**config.mk**
```make
export PLATFORM = sky130hd
export DESIGN_NAME = glb_bank
export DESIGN_NICKNAME = d
export VERILOG_FILES = /design/src/verilog/glb_pkg.sv /design/src/verilog/glb_bank.sv
export SDC_FILE = /design/constraint.sdc
export NUM_CORES = 1
export LEC_CHECK = 0
export BUFFER_PORTS_ARGS = -buffer_cell sky130_fd_sc_hd__buf_4
export CORE_ASPECT_RATIO = 2
export CORE_MARGIN = 2
export CORE_UTILIZATION = 60
export DETAILED_ROUTE_END_ITERATION = 12
export PLACE_DENSITY = 0.78
export SLEW_MARGIN = 20
export SYNTH_ARGS = -nofsm -noshare
export SYNTH_HDL_FRONTEND = slang
export SYNTH_SLANG_ARGS = --single-unit
```
**constraint.sdc**
```tcl
create_clock -name clk -period 5 [get_ports clk]
set_input_delay 0.25 -clock clk [delete_from_list [all_inputs] [get_ports clk]]
set_output_delay 0.25 -clock clk [all_outputs]
set_load 0.03 [all_outputs]
```
**src/verilog/glb_pkg.sv**
```systemverilog
// ==================================================
// Global buffer shared definitions
// Sizes, vector types, configuration and bank access
// ==================================================

package glb_pkg;

    // ==================================================
    // Sizes
    // ==================================================
    localparam int NUM_BANK   = 8;
    localparam int SRAM_WORD  = 16;
    localparam int SRAM_WIDTH = 16;
    localparam int MAXPAR     = 2;
    localparam int ADDR_WIDTH = 10;

    localparam int ROW_WIDTH  = $clog2(SRAM_WORD);
    localparam int BANK_IDX_W = $clog2(NUM_BANK);
    // Holds 1 .. MAXPAR
    localparam int PAR_WIDTH  = $clog2(MAXPAR) + 1;

    // ==================================================
    // Vector types
    // ==================================================
    typedef logic [SRAM_WIDTH-1:0] word_t;
    typedef logic [ADDR_WIDTH-1:0] addr_t;
    typedef logic [ROW_WIDTH-1:0]  row_t;
    typedef logic [BANK_IDX_W-1:0] bank_idx_t;
    typedef logic [NUM_BANK-1:0]   bank_mask_t;
    typedef logic [PAR_WIDTH-1:0]  par_t;

    // Port data bus, lane 0 in the low word
    typedef word_t [MAXPAR-1:0] lanes_t;

    // ==================================================
    // Structs
    // ==================================================

    // Per-port settings loaded with the config strobe
    typedef struct packed {
        bank_mask_t bank_flag;
        addr_t      num;
        par_t       par;
    } port_cfg_t;

    // Write access into one bank
    typedef struct packed {
        logic  en;
        row_t  row;
        word_t dat;
    } bank_wr_t;

    // Read access into one bank
    typedef struct packed {
        logic en;
        row_t row;
    } bank_rd_t;

endpackage
```
**src/verilog/glb_bank.sv**
```systemverilog
// ==================================================
// One simple-dual-port memory bank
// Single write port, registered read port
// ==================================================

`timescale 1ns/1ns

module glb_bank (
    input  logic              clk,
    input  glb_pkg::bank_wr_t wr_i,
    input  glb_pkg::bank_rd_t rd_i,
    output glb_pkg::word_t    rd_dat_o
);

    glb_pkg::word_t mem [glb_pkg::SRAM_WORD];

    // Write side
    always_ff @(posedge clk) begin
        if (wr_i.en) begin
            mem[wr_i.row] <= wr_i.dat;
        end
    end

    // Read side, output holds until the next read
    always_ff @(posedge clk) begin
        if (rd_i.en) begin
            rd_dat_o <= mem[rd_i.row];
        end
    end

endmodule

```
==> flow_summary.toml <==
[outcome]
status = "complete, no violations"

[power_and_ir_drop]
swShare_pct = 19.93
worst_ir_drop_vdd_mv = 0.4673
power_leakage_nw = 3.720
clockPowerShare_pct = 36.9
totalPowerFinal_mw = 4.487
p_sw_mw = 0.8944
power_density_mw_per_mm2 = 389.4
comb_power_share_pct = 5.6
p_int_mw = 3.593
seqPwrFrac_pct = 57.5

[clocking]
cts_made_buffers = 21
clkSinkCount = 272
hold_buffers = 0
clk_pin_slew_ns = 0.07
cts_tree = "done"
worstSkewPairLatency_ns = 0.50
htreeDepth = 1
cts-root-buf = "clkbuf_16"
clockBufferDepth = 3
cts_setup_buffers = 0
cts-resized-gates = 0

[logic_synthesis]
synth_edf_count = 272
syn-mean-instance-area_um2 = 23.62
ys_types = 18
synth_warnings = 0
ys_ff_latch = 272
synth_nets = 459
ys_async_sr_fraction_pct = 0
synth.area.top_cells = "edfxtp_1 (80%), mux4_2 (12%), mux4_1 (2.6%), a22oi_1 (2.4%), nand2_1 (0.63%)"
synth.most_common_cell = "edfxtp_1"
synthesis.area_mm2 = 0.01020
synth.largest_area_cell = "edfxtp_1"
synthCells = 432
synth_ff_type = "edfxtp_1"
synth_top_area_share_pct = 80.05
ys_top_cells_by_count = "edfxtp_1 (272), mux4_2 (54), a22oi_1 (32)"
ys_seq_area_share_pct = 80.05

[die]
start_util_pct = 61.16
fp.dieW_um = 96.21
core_mm2 = 0.01668
die_area_mm2 = 0.01813
row_count = 67
die_h_um = 188.4
io_pins = 43

[layout]
antennaDiodeCount = 0
final_area_mm2 = 0.01152
final_util_pct = 69.07
nFillCells = 1001
area_growth_pct = 12.92
nets = 521
final_layout_size_suffix_gt1_share_pct = 31.50

[worst_setup_path]
cpMaxStageDelayCell = "buf_4"
cp.arrival_ns = 2.37
timing.rr.start = "mem[1][7]"
crit_path_start_kind = "primary input"
path_class = "primary input to register"
cp.required_ns = 5.25
startpoint = "rd_i[0]"
crit_fanout = 46
path_cells = "buf_4, buf_4, mux4_1, a22oi_1, nand2_1"
max_stage_delay_ns = 0.66
endpoint_kind = "register"
cpMostUsedCell = "buf_4"

[sta]
fin_ws_ns = 2.878
rsz0062_at_grt = "false"
finalCritPeriodShare_pct = 42.44
finalSetupViolCount = 0
fin_skew_ns = 0.01279
timing.final.hold_violations = 0
tightest_slew_ns = 1.065
slew_headroom_pct = 29.03
fmax_ghz = 0.4712
fin_tns_setup_ns = 0
fin_crit_ns = 2.122
report.final.slew_viol_count = 0

[placement]
placed_area_mm2 = 0.01085
place_congestion = 0.7420
dp_slack_ns = 2.337
dpl.hpwl_um = 11430
port_buffers = 42

[route]
drtIter0Drc = 615
route.detailed.drc = 0
drtPass1Iterations = 5
wl_um = 20990
routedWlPerCell_um = 29.36
ant_nets = 0
num_vias = 4742
via_per_inst = 6.632

[global_route]
grt_pass1_vias = 5004
grt_usage_pct = 24.58
grt_pass1_wl_um = 30860
grt_max_degree = 65
overflow = 0
antenna_found_initial = 0

[run]
maxCapViolCount = 0

[worst_hold_path]
worstHoldStart = "wr_i[6]"
hp-class = "primary input to register"
==> state kept, by name, indices dropped and copies added, names as in the netlist <==
signal and cells:
mem 256, rd_dat_o 16
==> kinds of logic after synthesis <==
logic type | Yosys count | synth area share, %
flops | 272 | 80.05
simple gates | 43 | 1.888
compound gates | 32 | 2.354
mux | 64 | 14.49
buf+inv | 21 | 1.214
==> metrics by stage <==
stage          hold WS (ns)  instances
6_report            0.03865        715
5_1_grt             0.05403        715
4_1_cts             0.03271        715
2_1_floorplan        0.3489        432
3_3_place_gp         0.5348        678
3_5_place_dp         0.5473        678
==> power by group through the flow <==
stage	sequential [mW]	clock, mW	combinational, mW
6_report	2.58	1.66	0.250
5_1_grt	2.58	1.75	0.268
4_1_cts	2.58	1.67	0.252
3_5_place_dp	2.63	0	0.251
3_3_place_gp	2.63	0	0.240
2_1_floorplan	2.65	0	0.125
==> path summary, 6_finish.rpt <==
kind                 endpoint  slack (ns)  cells past startpoint
hold reg to reg   rd_dat_o[9]        0.74                      3
hold / removal      mem[6][6]        0.04                      1
setup / recovery  rd_dat_o[3]        2.88                      5
setup reg to reg  rd_dat_o[7]        3.49                      3
==> layout by cell type (no fill, tap or decap), types with 4 or more instances in the layout <==
cell type  instances
a22oi_1           32
buf_4             60
clkbuf_16         21
clkinv_1           6
clkinv_2           4
edfxtp_1         272
mux4_1            10
mux4_2            54
nand2_1           17
nor2_2            10
nor3_2             4
==> worst max-delay path: cells and delay by family <==
kind	cells	cell delay [ns]
buffers and inverters	2	1.16
muxes	1	0.62
AOI/OAI and AO/OA	1	0.23
and+or+nand+nor	1	0.08
==> metal layers <==
metal	up-vias	track usage (%)	part of all wire [%]
met5	-	2.381	0
met1	2467	34.12	35
met3	67	3.399	7.8
li1	1966	-	-
met4	0	9.560	4.1
met2	242	39.72	53
==> area by class of cell <==
cell class	count	area, µm²	area share (%)
multi-input cells	139	1972	17.11
clock inverters	14	140.1	1.216
clock buffers	23	533.0	4.626
repair buffers	60	450.4	3.909
well taps	207	259.0	2.248
flip-flops and latches	272	8168	70.89
Note: power is estimated with default switching activity, not from simulation.
