--- src/verilog/glb_pkg.sv ---
// ==================================================
// Global buffer shared definitions
// Sizes, vector types, configuration and bank access
// ==================================================

package glb_pkg;

    // ==================================================
    // Sizes
    // ==================================================
    localparam int NUM_BANK   = 8;
    localparam int SRAM_WORD  = 16;
    localparam int SRAM_WIDTH = 16;
    localparam int MAXPAR     = 2;
    localparam int ADDR_WIDTH = 10;

    localparam int ROW_WIDTH  = $clog2(SRAM_WORD);
    localparam int BANK_IDX_W = $clog2(NUM_BANK);
    // Holds 1 .. MAXPAR
    localparam int PAR_WIDTH  = $clog2(MAXPAR) + 1;

    // ==================================================
    // Vector types
    // ==================================================
    typedef logic [SRAM_WIDTH-1:0] word_t;
    typedef logic [ADDR_WIDTH-1:0] addr_t;
    typedef logic [ROW_WIDTH-1:0]  row_t;
    typedef logic [BANK_IDX_W-1:0] bank_idx_t;
    typedef logic [NUM_BANK-1:0]   bank_mask_t;
    typedef logic [PAR_WIDTH-1:0]  par_t;

    // Port data bus, lane 0 in the low word
    typedef word_t [MAXPAR-1:0] lanes_t;

    // ==================================================
    // Structs
    // ==================================================

    // Per-port settings loaded with the config strobe
    typedef struct packed {
        bank_mask_t bank_flag;
        addr_t      num;
        par_t       par;
    } port_cfg_t;

    // Write access into one bank
    typedef struct packed {
        logic  en;
        row_t  row;
        word_t dat;
    } bank_wr_t;

    // Read access into one bank
    typedef struct packed {
        logic en;
        row_t row;
    } bank_rd_t;

endpackage
--- src/verilog/glb_bank_arb.sv ---
// ==================================================
// Per-bank owner selection
// Lowest flagged write and read port own the bank
// ==================================================

`timescale 1ns/1ns

module glb_bank_arb #(
    parameter int NUM_WRPORT = 2,
    parameter int NUM_RDPORT = 2,
    parameter int BANK_ID    = 0
) (
    input  glb_pkg::bank_mask_t wr_flag_i [NUM_WRPORT],
    input  glb_pkg::bank_mask_t rd_flag_i [NUM_RDPORT],
    input  glb_pkg::bank_wr_t   wr_req_i  [NUM_WRPORT],
    input  glb_pkg::bank_rd_t   rd_req_i  [NUM_RDPORT],
    output logic [$clog2(NUM_WRPORT > 1 ? NUM_WRPORT : 2)-1:0] wr_owner_o,
    output logic [$clog2(NUM_RDPORT > 1 ? NUM_RDPORT : 2)-1:0] rd_owner_o,
    output glb_pkg::bank_wr_t   bank_wr_o,
    output glb_pkg::bank_rd_t   bank_rd_o
);

    localparam int WR_IDX_W = $clog2(NUM_WRPORT > 1 ? NUM_WRPORT : 2);
    localparam int RD_IDX_W = $clog2(NUM_RDPORT > 1 ? NUM_RDPORT : 2);

    logic wr_found;
    logic rd_found;

    // ==================================================
    // Write owner
    // ==================================================
    always_comb begin
        wr_owner_o = '0;
        wr_found   = 1'b0;
        for (int p = 0; p < NUM_WRPORT; p++) begin
            if (!wr_found && wr_flag_i[p][BANK_ID]) begin
                wr_owner_o = WR_IDX_W'(p);
                wr_found   = 1'b1;
            end
        end
    end

    // Only the owner reaches the bank
    always_comb begin
        bank_wr_o = '0;
        if (wr_found) begin
            bank_wr_o = wr_req_i[wr_owner_o];
        end
    end

    // ==================================================
    // Read owner
    // ==================================================
    always_comb begin
        rd_owner_o = '0;
        rd_found   = 1'b0;
        for (int p = 0; p < NUM_RDPORT; p++) begin
            if (!rd_found && rd_flag_i[p][BANK_ID]) begin
                rd_owner_o = RD_IDX_W'(p);
                rd_found   = 1'b1;
            end
        end
    end

    always_comb begin
        bank_rd_o = '0;
        if (rd_found) begin
            bank_rd_o = rd_req_i[rd_owner_o];
        end
    end

endmodule

--- config.mk ---
export PLATFORM = sky130hd
export DESIGN_NAME = glb_bank_arb
export DESIGN_NICKNAME = d
export VERILOG_FILES = /design/src/verilog/glb_pkg.sv /design/src/verilog/glb_bank_arb.sv
export SDC_FILE = /design/constraint.sdc
export NUM_CORES = 1
export LEC_CHECK = 0
export BUFFER_PORTS_ARGS = -buffer_cell sky130_fd_sc_hd__buf_4
export CAP_MARGIN = 40
export CORE_MARGIN = 8
export CORE_UTILIZATION = 16
export DETAILED_ROUTE_END_ITERATION = 8
export PLACE_DENSITY = 0.9
export SYNTH_ARGS = -nofsm -noshare
export SYNTH_HDL_FRONTEND = slang
export SYNTH_SLANG_ARGS = --single-unit
--- constraint.sdc ---
create_clock -name vclk -period 0.8
set_input_delay 0.04 -clock vclk [all_inputs]
set_output_delay 0.04 -clock vclk [all_outputs]
set_load 0.05 [all_outputs]
==> results of run 1 <==
-- final cells by class --
class,count,share of cell area (%)
timing repair buffer,87,69.3
multi-input combinational,28,28.1
tap,25,2.66
-- layout by cell type, fill, tap and decap left out, drive strengths merged --
master  instances
buf            87
nor2b           2
a22o           26
-- kinds of logic after synthesis --
kind of cell / Yosys count / share of synthesized area (%)
compound gates: 26 / 79.1
buf+inv: 5 / 13.9
simple gates: 2 / 6.96
-- per-stage QoR --
stage	hold slack, ns	power (mW)	TNS [ns]	instance area (sq um)	worst slack (ns)
3_3_place_gp	0.442	0.978	-0.949	1040	-0.0563
3_5_place_dp	0.446	0.990	-1.19	1040	-0.0609
6_report	0.412	1.10	-0.0238	1180	-0.00853
5_1_grt	0.421	1.14	-0.365	1180	-0.0290
4_1_cts	0.415	1.09	-0.0246	1160	-0.00843
2_1_floorplan	0.261	0.562	-0.0680	348	-0.0680
-- power by group through the flow --
stage / Combinational (mW) / Sequential, mW / Clock (mW)
after floorplan: 0.562 / 0 / 0
after global placement: 0.978 / 0 / 0
after detailed placement: 0.990 / 0 / 0
after CTS: 1.09 / 0 / 0
after global routing: 1.14 / 0 / 0
final: 1.10 / 0 / 0
-- layer usage --
layer / global-route usage [%] / wire (um)
met1: 13.4 / 869
met2: 28.7 / 1340
met3: 10.4 / 472
met4: 1.75 / 31
met5: 0 / 0
-- repair_timing --
action                     in CTS  in global routing
setup buffers                   0                  0
setup endpoints to repair      26                 22
hold buffers                    0                  0
resized for setup              33                  4
-- how the worst max path moves through the flow --
| stage | cells after the start | slack [ns] | endpoint | startpoint |
|---|---|---|---|---|
| 3_5_place_dp | 5 | -0.06 | bank_wr_o[8] | wr_flag_i[0] |
| 5_1_grt | 5 | -0.03 | bank_wr_o[20] | wr_flag_i[8] |
| 6_report | 5 | -0.009 | bank_wr_o[8] | wr_flag_i[0] |
| 3_3_place_gp | 5 | -0.06 | bank_wr_o[8] | wr_flag_i[0] |
| 2_1_floorplan | 3 | -0.07 | bank_rd_o[0] | rd_flag_i[0] |
| 4_1_cts | 5 | -0.008 | bank_wr_o[8] | wr_flag_i[0] |
==> impl_metrics.yaml, run 1 <==
synthesis:
  ys_seq_area_share_pct: 0
  yosysUniqueCellTypes: 6
  synth.area.top_cells: "a22o_1, buf_6, nor2b_4"
  synth_area_sq_um: 288
  syn_area_per_cell_sq_um: 8.72
  yosys_warnings: 0
  syn_inst: 33
  synth_top_cell_by_area: "a22o_1"
  synth_top_area_share_pct: 79.1
  synth_most_common_cell: "a22o_1"
  synth_common_cells: "a22o_1, buf_2, buf_6"
  syn_nets: 117
detailed_routing:
  dr.pass1.iters: 2
  drt-total-wl_um: 2720
  drt_iter0_drc: 6
  postRouteAntennaNets: 0
  drc: 0
  vias: 670
  via_per_inst: 4.79
  avgRoutedWirePerCell_um: 19.4
power:
  switchingPower_uw: 571
  seq_power_share_pct: 0
  power_leakage_nw: 0.616
  pwr-share-comb_pct: 100.0
  p_per_area_nw_per_um2: 934
  swShare_pct: 52.0
  power_frac_clock_pct: 0
  p_int_uw: 527
  ir_drop_mv: 0.519
worst_hold_path:
  worstHoldEndpoint: "bank_rd_o[2]"
  hold_path_class: "in2out"
  holdPathStages: 3
  hp-start: "rd_req_i[2]"
grt:
  antenna_found_initial: 0
  grt_pass1_vias: 774
  grt_max_degree: 23
  grt-ovfl-total: 0
  grt_pass1_wl_um: 4150
  track_usage_pct: 15.3
floorplanning:
  fp.dieH_um: 58.4
  design.core.area_sq_um: 1710
  die_area_sq_um: 3410
  start_util_pct: 16.8
  fp.dieW_um: 58.4
  rows: 15
  io-pin-count: 112
final_layout:
  diodes: 0
  final_util_pct: 68.9
  multi_input_area_sq_um: 330
  nets: 201
  syn_to_final_growth_pct: 309
  layout.cells.non_filler: 140
  seq_cells: 0
  drive_gt1_share_pct: 98.3
  final.fill_count: 117
  regArea_sq_um: 0
  nClkBuffers: 0
timing:
  slew_violations: 0
  rsz0062_at_grt: "true"
  tightest_slew_ns: 0.231
  finalCritPeriodShare_pct: 101
  setup_viol: 5
  fmaxAchievable_mhz: 1240
  slew-limit-headroom_pct: 84.6
  hold_viol_final: 0
  period_minus_slack_ns: 0.809
  setup_ws_ns: -0.00853
place:
  hpwl_um: 2370
  place_congestion: 0.730
  port_buffers: 84
  dp.cells: 141
run_status:
  run_status: "finished, violations left"
  violations: "negative setup slack"
run:
  maxCapViolCount: 0
setup_path:
  end_kind: "output pin"
  required_ns: 0.76
  cp.arrival_ns: 0.77
  cp_slowest_cell: "a22o_4"
  critical_path_class: "in2out"
  critPathMaxStageDelay_ns: 0.23
  cpLargestDelayFamily: "buffers and inverters"
  crit_fanout: 22
  start_kind: "primary input"
  critPathBufInv: 3
  crit_path_cell_trace: "buf_6 > nor2b_4 > buf_12 > a22o_4 > buf_8"
Power figures use the tool's default switching activity.
==> inputs of run 2 (changes only) <==
SKIP_LAST_GASP = 1   (was unset)
clock period = 0.9 ns   (was 0.8 ns; I/O delays follow)
==> impl_metrics.yaml, run 2 (synthesized netlist as in run 1, its figures left out) <==
cts:
  hold_buffers: 0
  post_cts_buffers: 0
grt:
  grt_pass1_vias: 731
  antenna_found_initial: 0
  grt-ovfl-total: 0
  grt_max_degree: 13
  grt_pass1_wl_um: 3440
  track_usage_pct: 12.3
run:
  maxCapViolCount: 0
final_layout:
  final_cell_mix: "buf_4, a22o_2, a22o_1"
  multi_input_area_sq_um: 265
  regArea_sq_um: 0
  syn_to_final_growth_pct: 244
  nClkBuffers: 0
  diodes: 0
  nets: 203
  drive_gt1_share_pct: 88.9
  layout_commonest_cell: "buf_4"
  final.fill_count: 141
  seq_cells: 0
setup_path:
  cpLargestDelayFamily: "buffers and inverters"
  worst_path_most_repeated_cell: "buf_4"
  crit_path_cell_trace: "buf_4 > nor2b_4 > buf_4 > a22o_2 > buf_4"
  critical_path_class: "in2out"
  critPathBufInv: 3
  required_ns: 0.85
  critPathMaxStageDelay_ns: 0.21
  cp.depth: 5
  cp.arrival_ns: 0.82
  start_kind: "primary input"
  end_kind: "output pin"
  cp_slowest_cell: "a22o_2"
  crit_fanout: 10
place:
  place_congestion: 0.820
  port_buffers: 84
  hpwl_um: 2130
timing:
  hold_viol_final: 0
  fmaxAchievable_mhz: 1150
  slew-limit-headroom_pct: 89.9
  finalCritPeriodShare_pct: 96.4
  rsz0062_at_grt: "true"
  setup_tns_ns: 0
  setup_viol: 0
  slew_violations: 0
  period_minus_slack_ns: 0.867
  timing.hold.ws_ns: 0.449
  tightest_slew_ns: 0.152
detailed_routing:
  drt-total-wl_um: 2370
  drc: 0
  avgRoutedWirePerCell_um: 16.7
  vias: 653
  drt_iter0_drc: 8
  dr.pass1.iters: 2
  via_per_inst: 4.60
  postRouteAntennaNets: 0
run_status:
  run_status: "complete, no violations"
worst_hold_path:
  hold_path_class: "in2out"
  holdPathStages: 3
floorplanning:
  start_util_pct: 16.8
  fp.dieW_um: 58.4
  die_area_sq_um: 3410
  design.core.area_sq_um: 1710
  fp.dieH_um: 58.4
  io-pin-count: 112
  rows: 15
power:
  p_per_area_nw_per_um2: 855
  power_leakage_nw: 0.552
  ir_drop_mv: 0.383
## run 2: changes by cell type in the layout (fill, tap and decap cells not counted)
cell | previous run | this run
buf_12 | 3 | 0
buf_8 | 5 | 0
nor2b_4 | 2 | 1
a22o_4 | 6 | 0
a22o_2 | 18 | 14
a22o_1 | 2 | 12
nor2b_1 | 0 | 1
buf_4 | 56 | 82
buf_6 | 23 | 7
## run 2: worst paths after layout
path,start,end,slack [ns]
worst min-delay path,wr_req_i[13],bank_wr_o[13],0.45
worst max-delay path,wr_flag_i[0],bank_wr_o[19],0.03
## run 2: metrics by stage
stage	power (mW)	instances	setup WS, ns	util (%)	area (sq um)
after floorplan	0.477	33	0.0567	-	305
after global placement	0.825	142	0.0298	56.5	965
after detailed placement	0.834	142	0.0143	56.5	965
after CTS	0.834	142	0.0111	56.5	965
after global routing	0.886	142	-0.000514	58.0	991
final	0.847	142	0.0327	58.0	991
## run 2: where the power goes
part	total (mW)	internal [mW]	switching, mW
Clock	0	0	0
Combinational	0.847	0.374	0.474
Sequential	0	0	0
## run 2: area by class of cell
type               instances  share of cell area (%)
well taps                 25                    3.16
repair buffers            89                    70.1
multi-input cells         28                    26.8
## run 2: what timing repair did
| action | 4_1_cts | 5_1_grt |
|---|---|---|
| gates resized for setup | 0 | 7 |
| endpoints found under the hold margin | 0 | 0 |
| endpoints found under the setup margin | 0 | 11 |
## run 2: per-layer routing
metal / vias up / global-route usage, % / share of wire [%]
met2: 61 / 21.6 / 47
met1: 278 / 12.3 / 35
li1: 314 / - / -
met5: - / 0 / 0
met4: 0 / 0 / 0
met3: 0 / 8.70 / 18
==> inputs of run 3 (changes only) <==
MAX_ROUTING_LAYER = met4   (was unset)
==> impl_metrics.yaml, run 3 (synthesized netlist as in run 1, its figures left out) <==
grt:
  grt_pass1_wl_um: 3430
  track_usage_pct: 12.6
  grt_max_degree: 13
  grt-ovfl-total: 0
  grt_pass1_vias: 733
  antenna_found_initial: 0
setup_path:
  crit_fanout: 10
  required_ns: 0.85
  critPathLaunch: "wr_flag_i[0]"
  critical_path_class: "in2out"
  start_kind: "primary input"
  end_kind: "output pin"
  cp.arrival_ns: 0.82
final_layout:
  final_cell_mix: "buf_4, a22o_2, a22o_1"
  syn_to_final_growth_pct: 244
  seq_cells: 0
  final_util_pct: 58.0
  nClkBuffers: 0
  nets: 203
  diodes: 0
  regArea_sq_um: 0
  drive_gt1_share_pct: 88.9
  layout_commonest_cell: "buf_4"
detailed_routing:
  drc: 0
  drt_iter0_drc: 15
  via_per_inst: 4.65
  vias: 660
  dr.pass1.iters: 2
  avgRoutedWirePerCell_um: 16.6
  postRouteAntennaNets: 0
  drt-total-wl_um: 2360
floorplanning:
  start_util_pct: 16.8
  rows: 15
  io-pin-count: 112
  fp.dieH_um: 58.4
  fp.dieW_um: 58.4
  design.core.area_sq_um: 1710
  die_area_sq_um: 3410
timing:
  hold_viol_final: 0
  setup_viol: 0
  rsz0062_at_grt: "true"
  fmaxAchievable_mhz: 1150
  finalCritPeriodShare_pct: 96.3
  slew-limit-headroom_pct: 89.9
  tightest_slew_ns: 0.152
  slew_violations: 0
  timing.hold.ws_ns: 0.449
  period_minus_slack_ns: 0.867
  setup_tns_ns: 0
place:
  place_congestion: 0.832
  port_buffers: 84
  hpwl_um: 2130
power:
  p_per_area_nw_per_um2: 855
  power_leakage_nw: 0.552
  ir_drop_mv: 0.384
cts:
  hold_buffers: 0
  cts_resized: 0
  post_cts_buffers: 0
worst_hold_path:
  hp-start: "wr_req_i[13]"
  hold_path_class: "in2out"
run_status:
  run_status: "complete, no violations"
run:
  maxCapViolCount: 0
-- run 3: layer usage --
layer / share of wire, % / global-route usage, % / up-vias
met5: 0 / - / -
met4: 0 / 0 / 0
met3: 12 / 4.35 / 0
met2: 47 / 21.6 / 61
met1: 40 / 14.7 / 285
li1: - / - / 314
-- run 3: where the power goes --
part,internal (mW),switching [mW]
Sequential,0,0
Combinational,0.374,0.474
Clock,0,0
-- run 3: worst paths after layout --
path / slack (ns) / endpoint / cells after the start
setup / recovery: 0.03 / bank_wr_o[19] / 5
hold / removal: 0.45 / bank_wr_o[13] / 3
-- run 3: layout make-up --
type	count	area (sq um)
multi-input combinational	28	265
tap	25	31.3
timing repair buffer	89	694
fill	141	717
-- run 3: per-stage QoR --
stage / cell area [sq um] / total power [mW] / cells / setup slack, ns
final: 991 / 0.847 / 142 / 0.0330
after global routing: 991 / 0.886 / 142 / -0.000514
after CTS: 965 / 0.834 / 142 / 0.0111
after detailed placement: 965 / 0.834 / 142 / 0.0143
after global placement: 965 / 0.825 / 142 / 0.0298
after floorplan: 305 / 0.477 / 33 / 0.0567
-- run 3: worst max-delay path: stages --
cell	delay [ns]
buf_4	0.11
nor2b_4	0.12
buf_4	0.16
a22o_2	0.21
buf_4	0.18
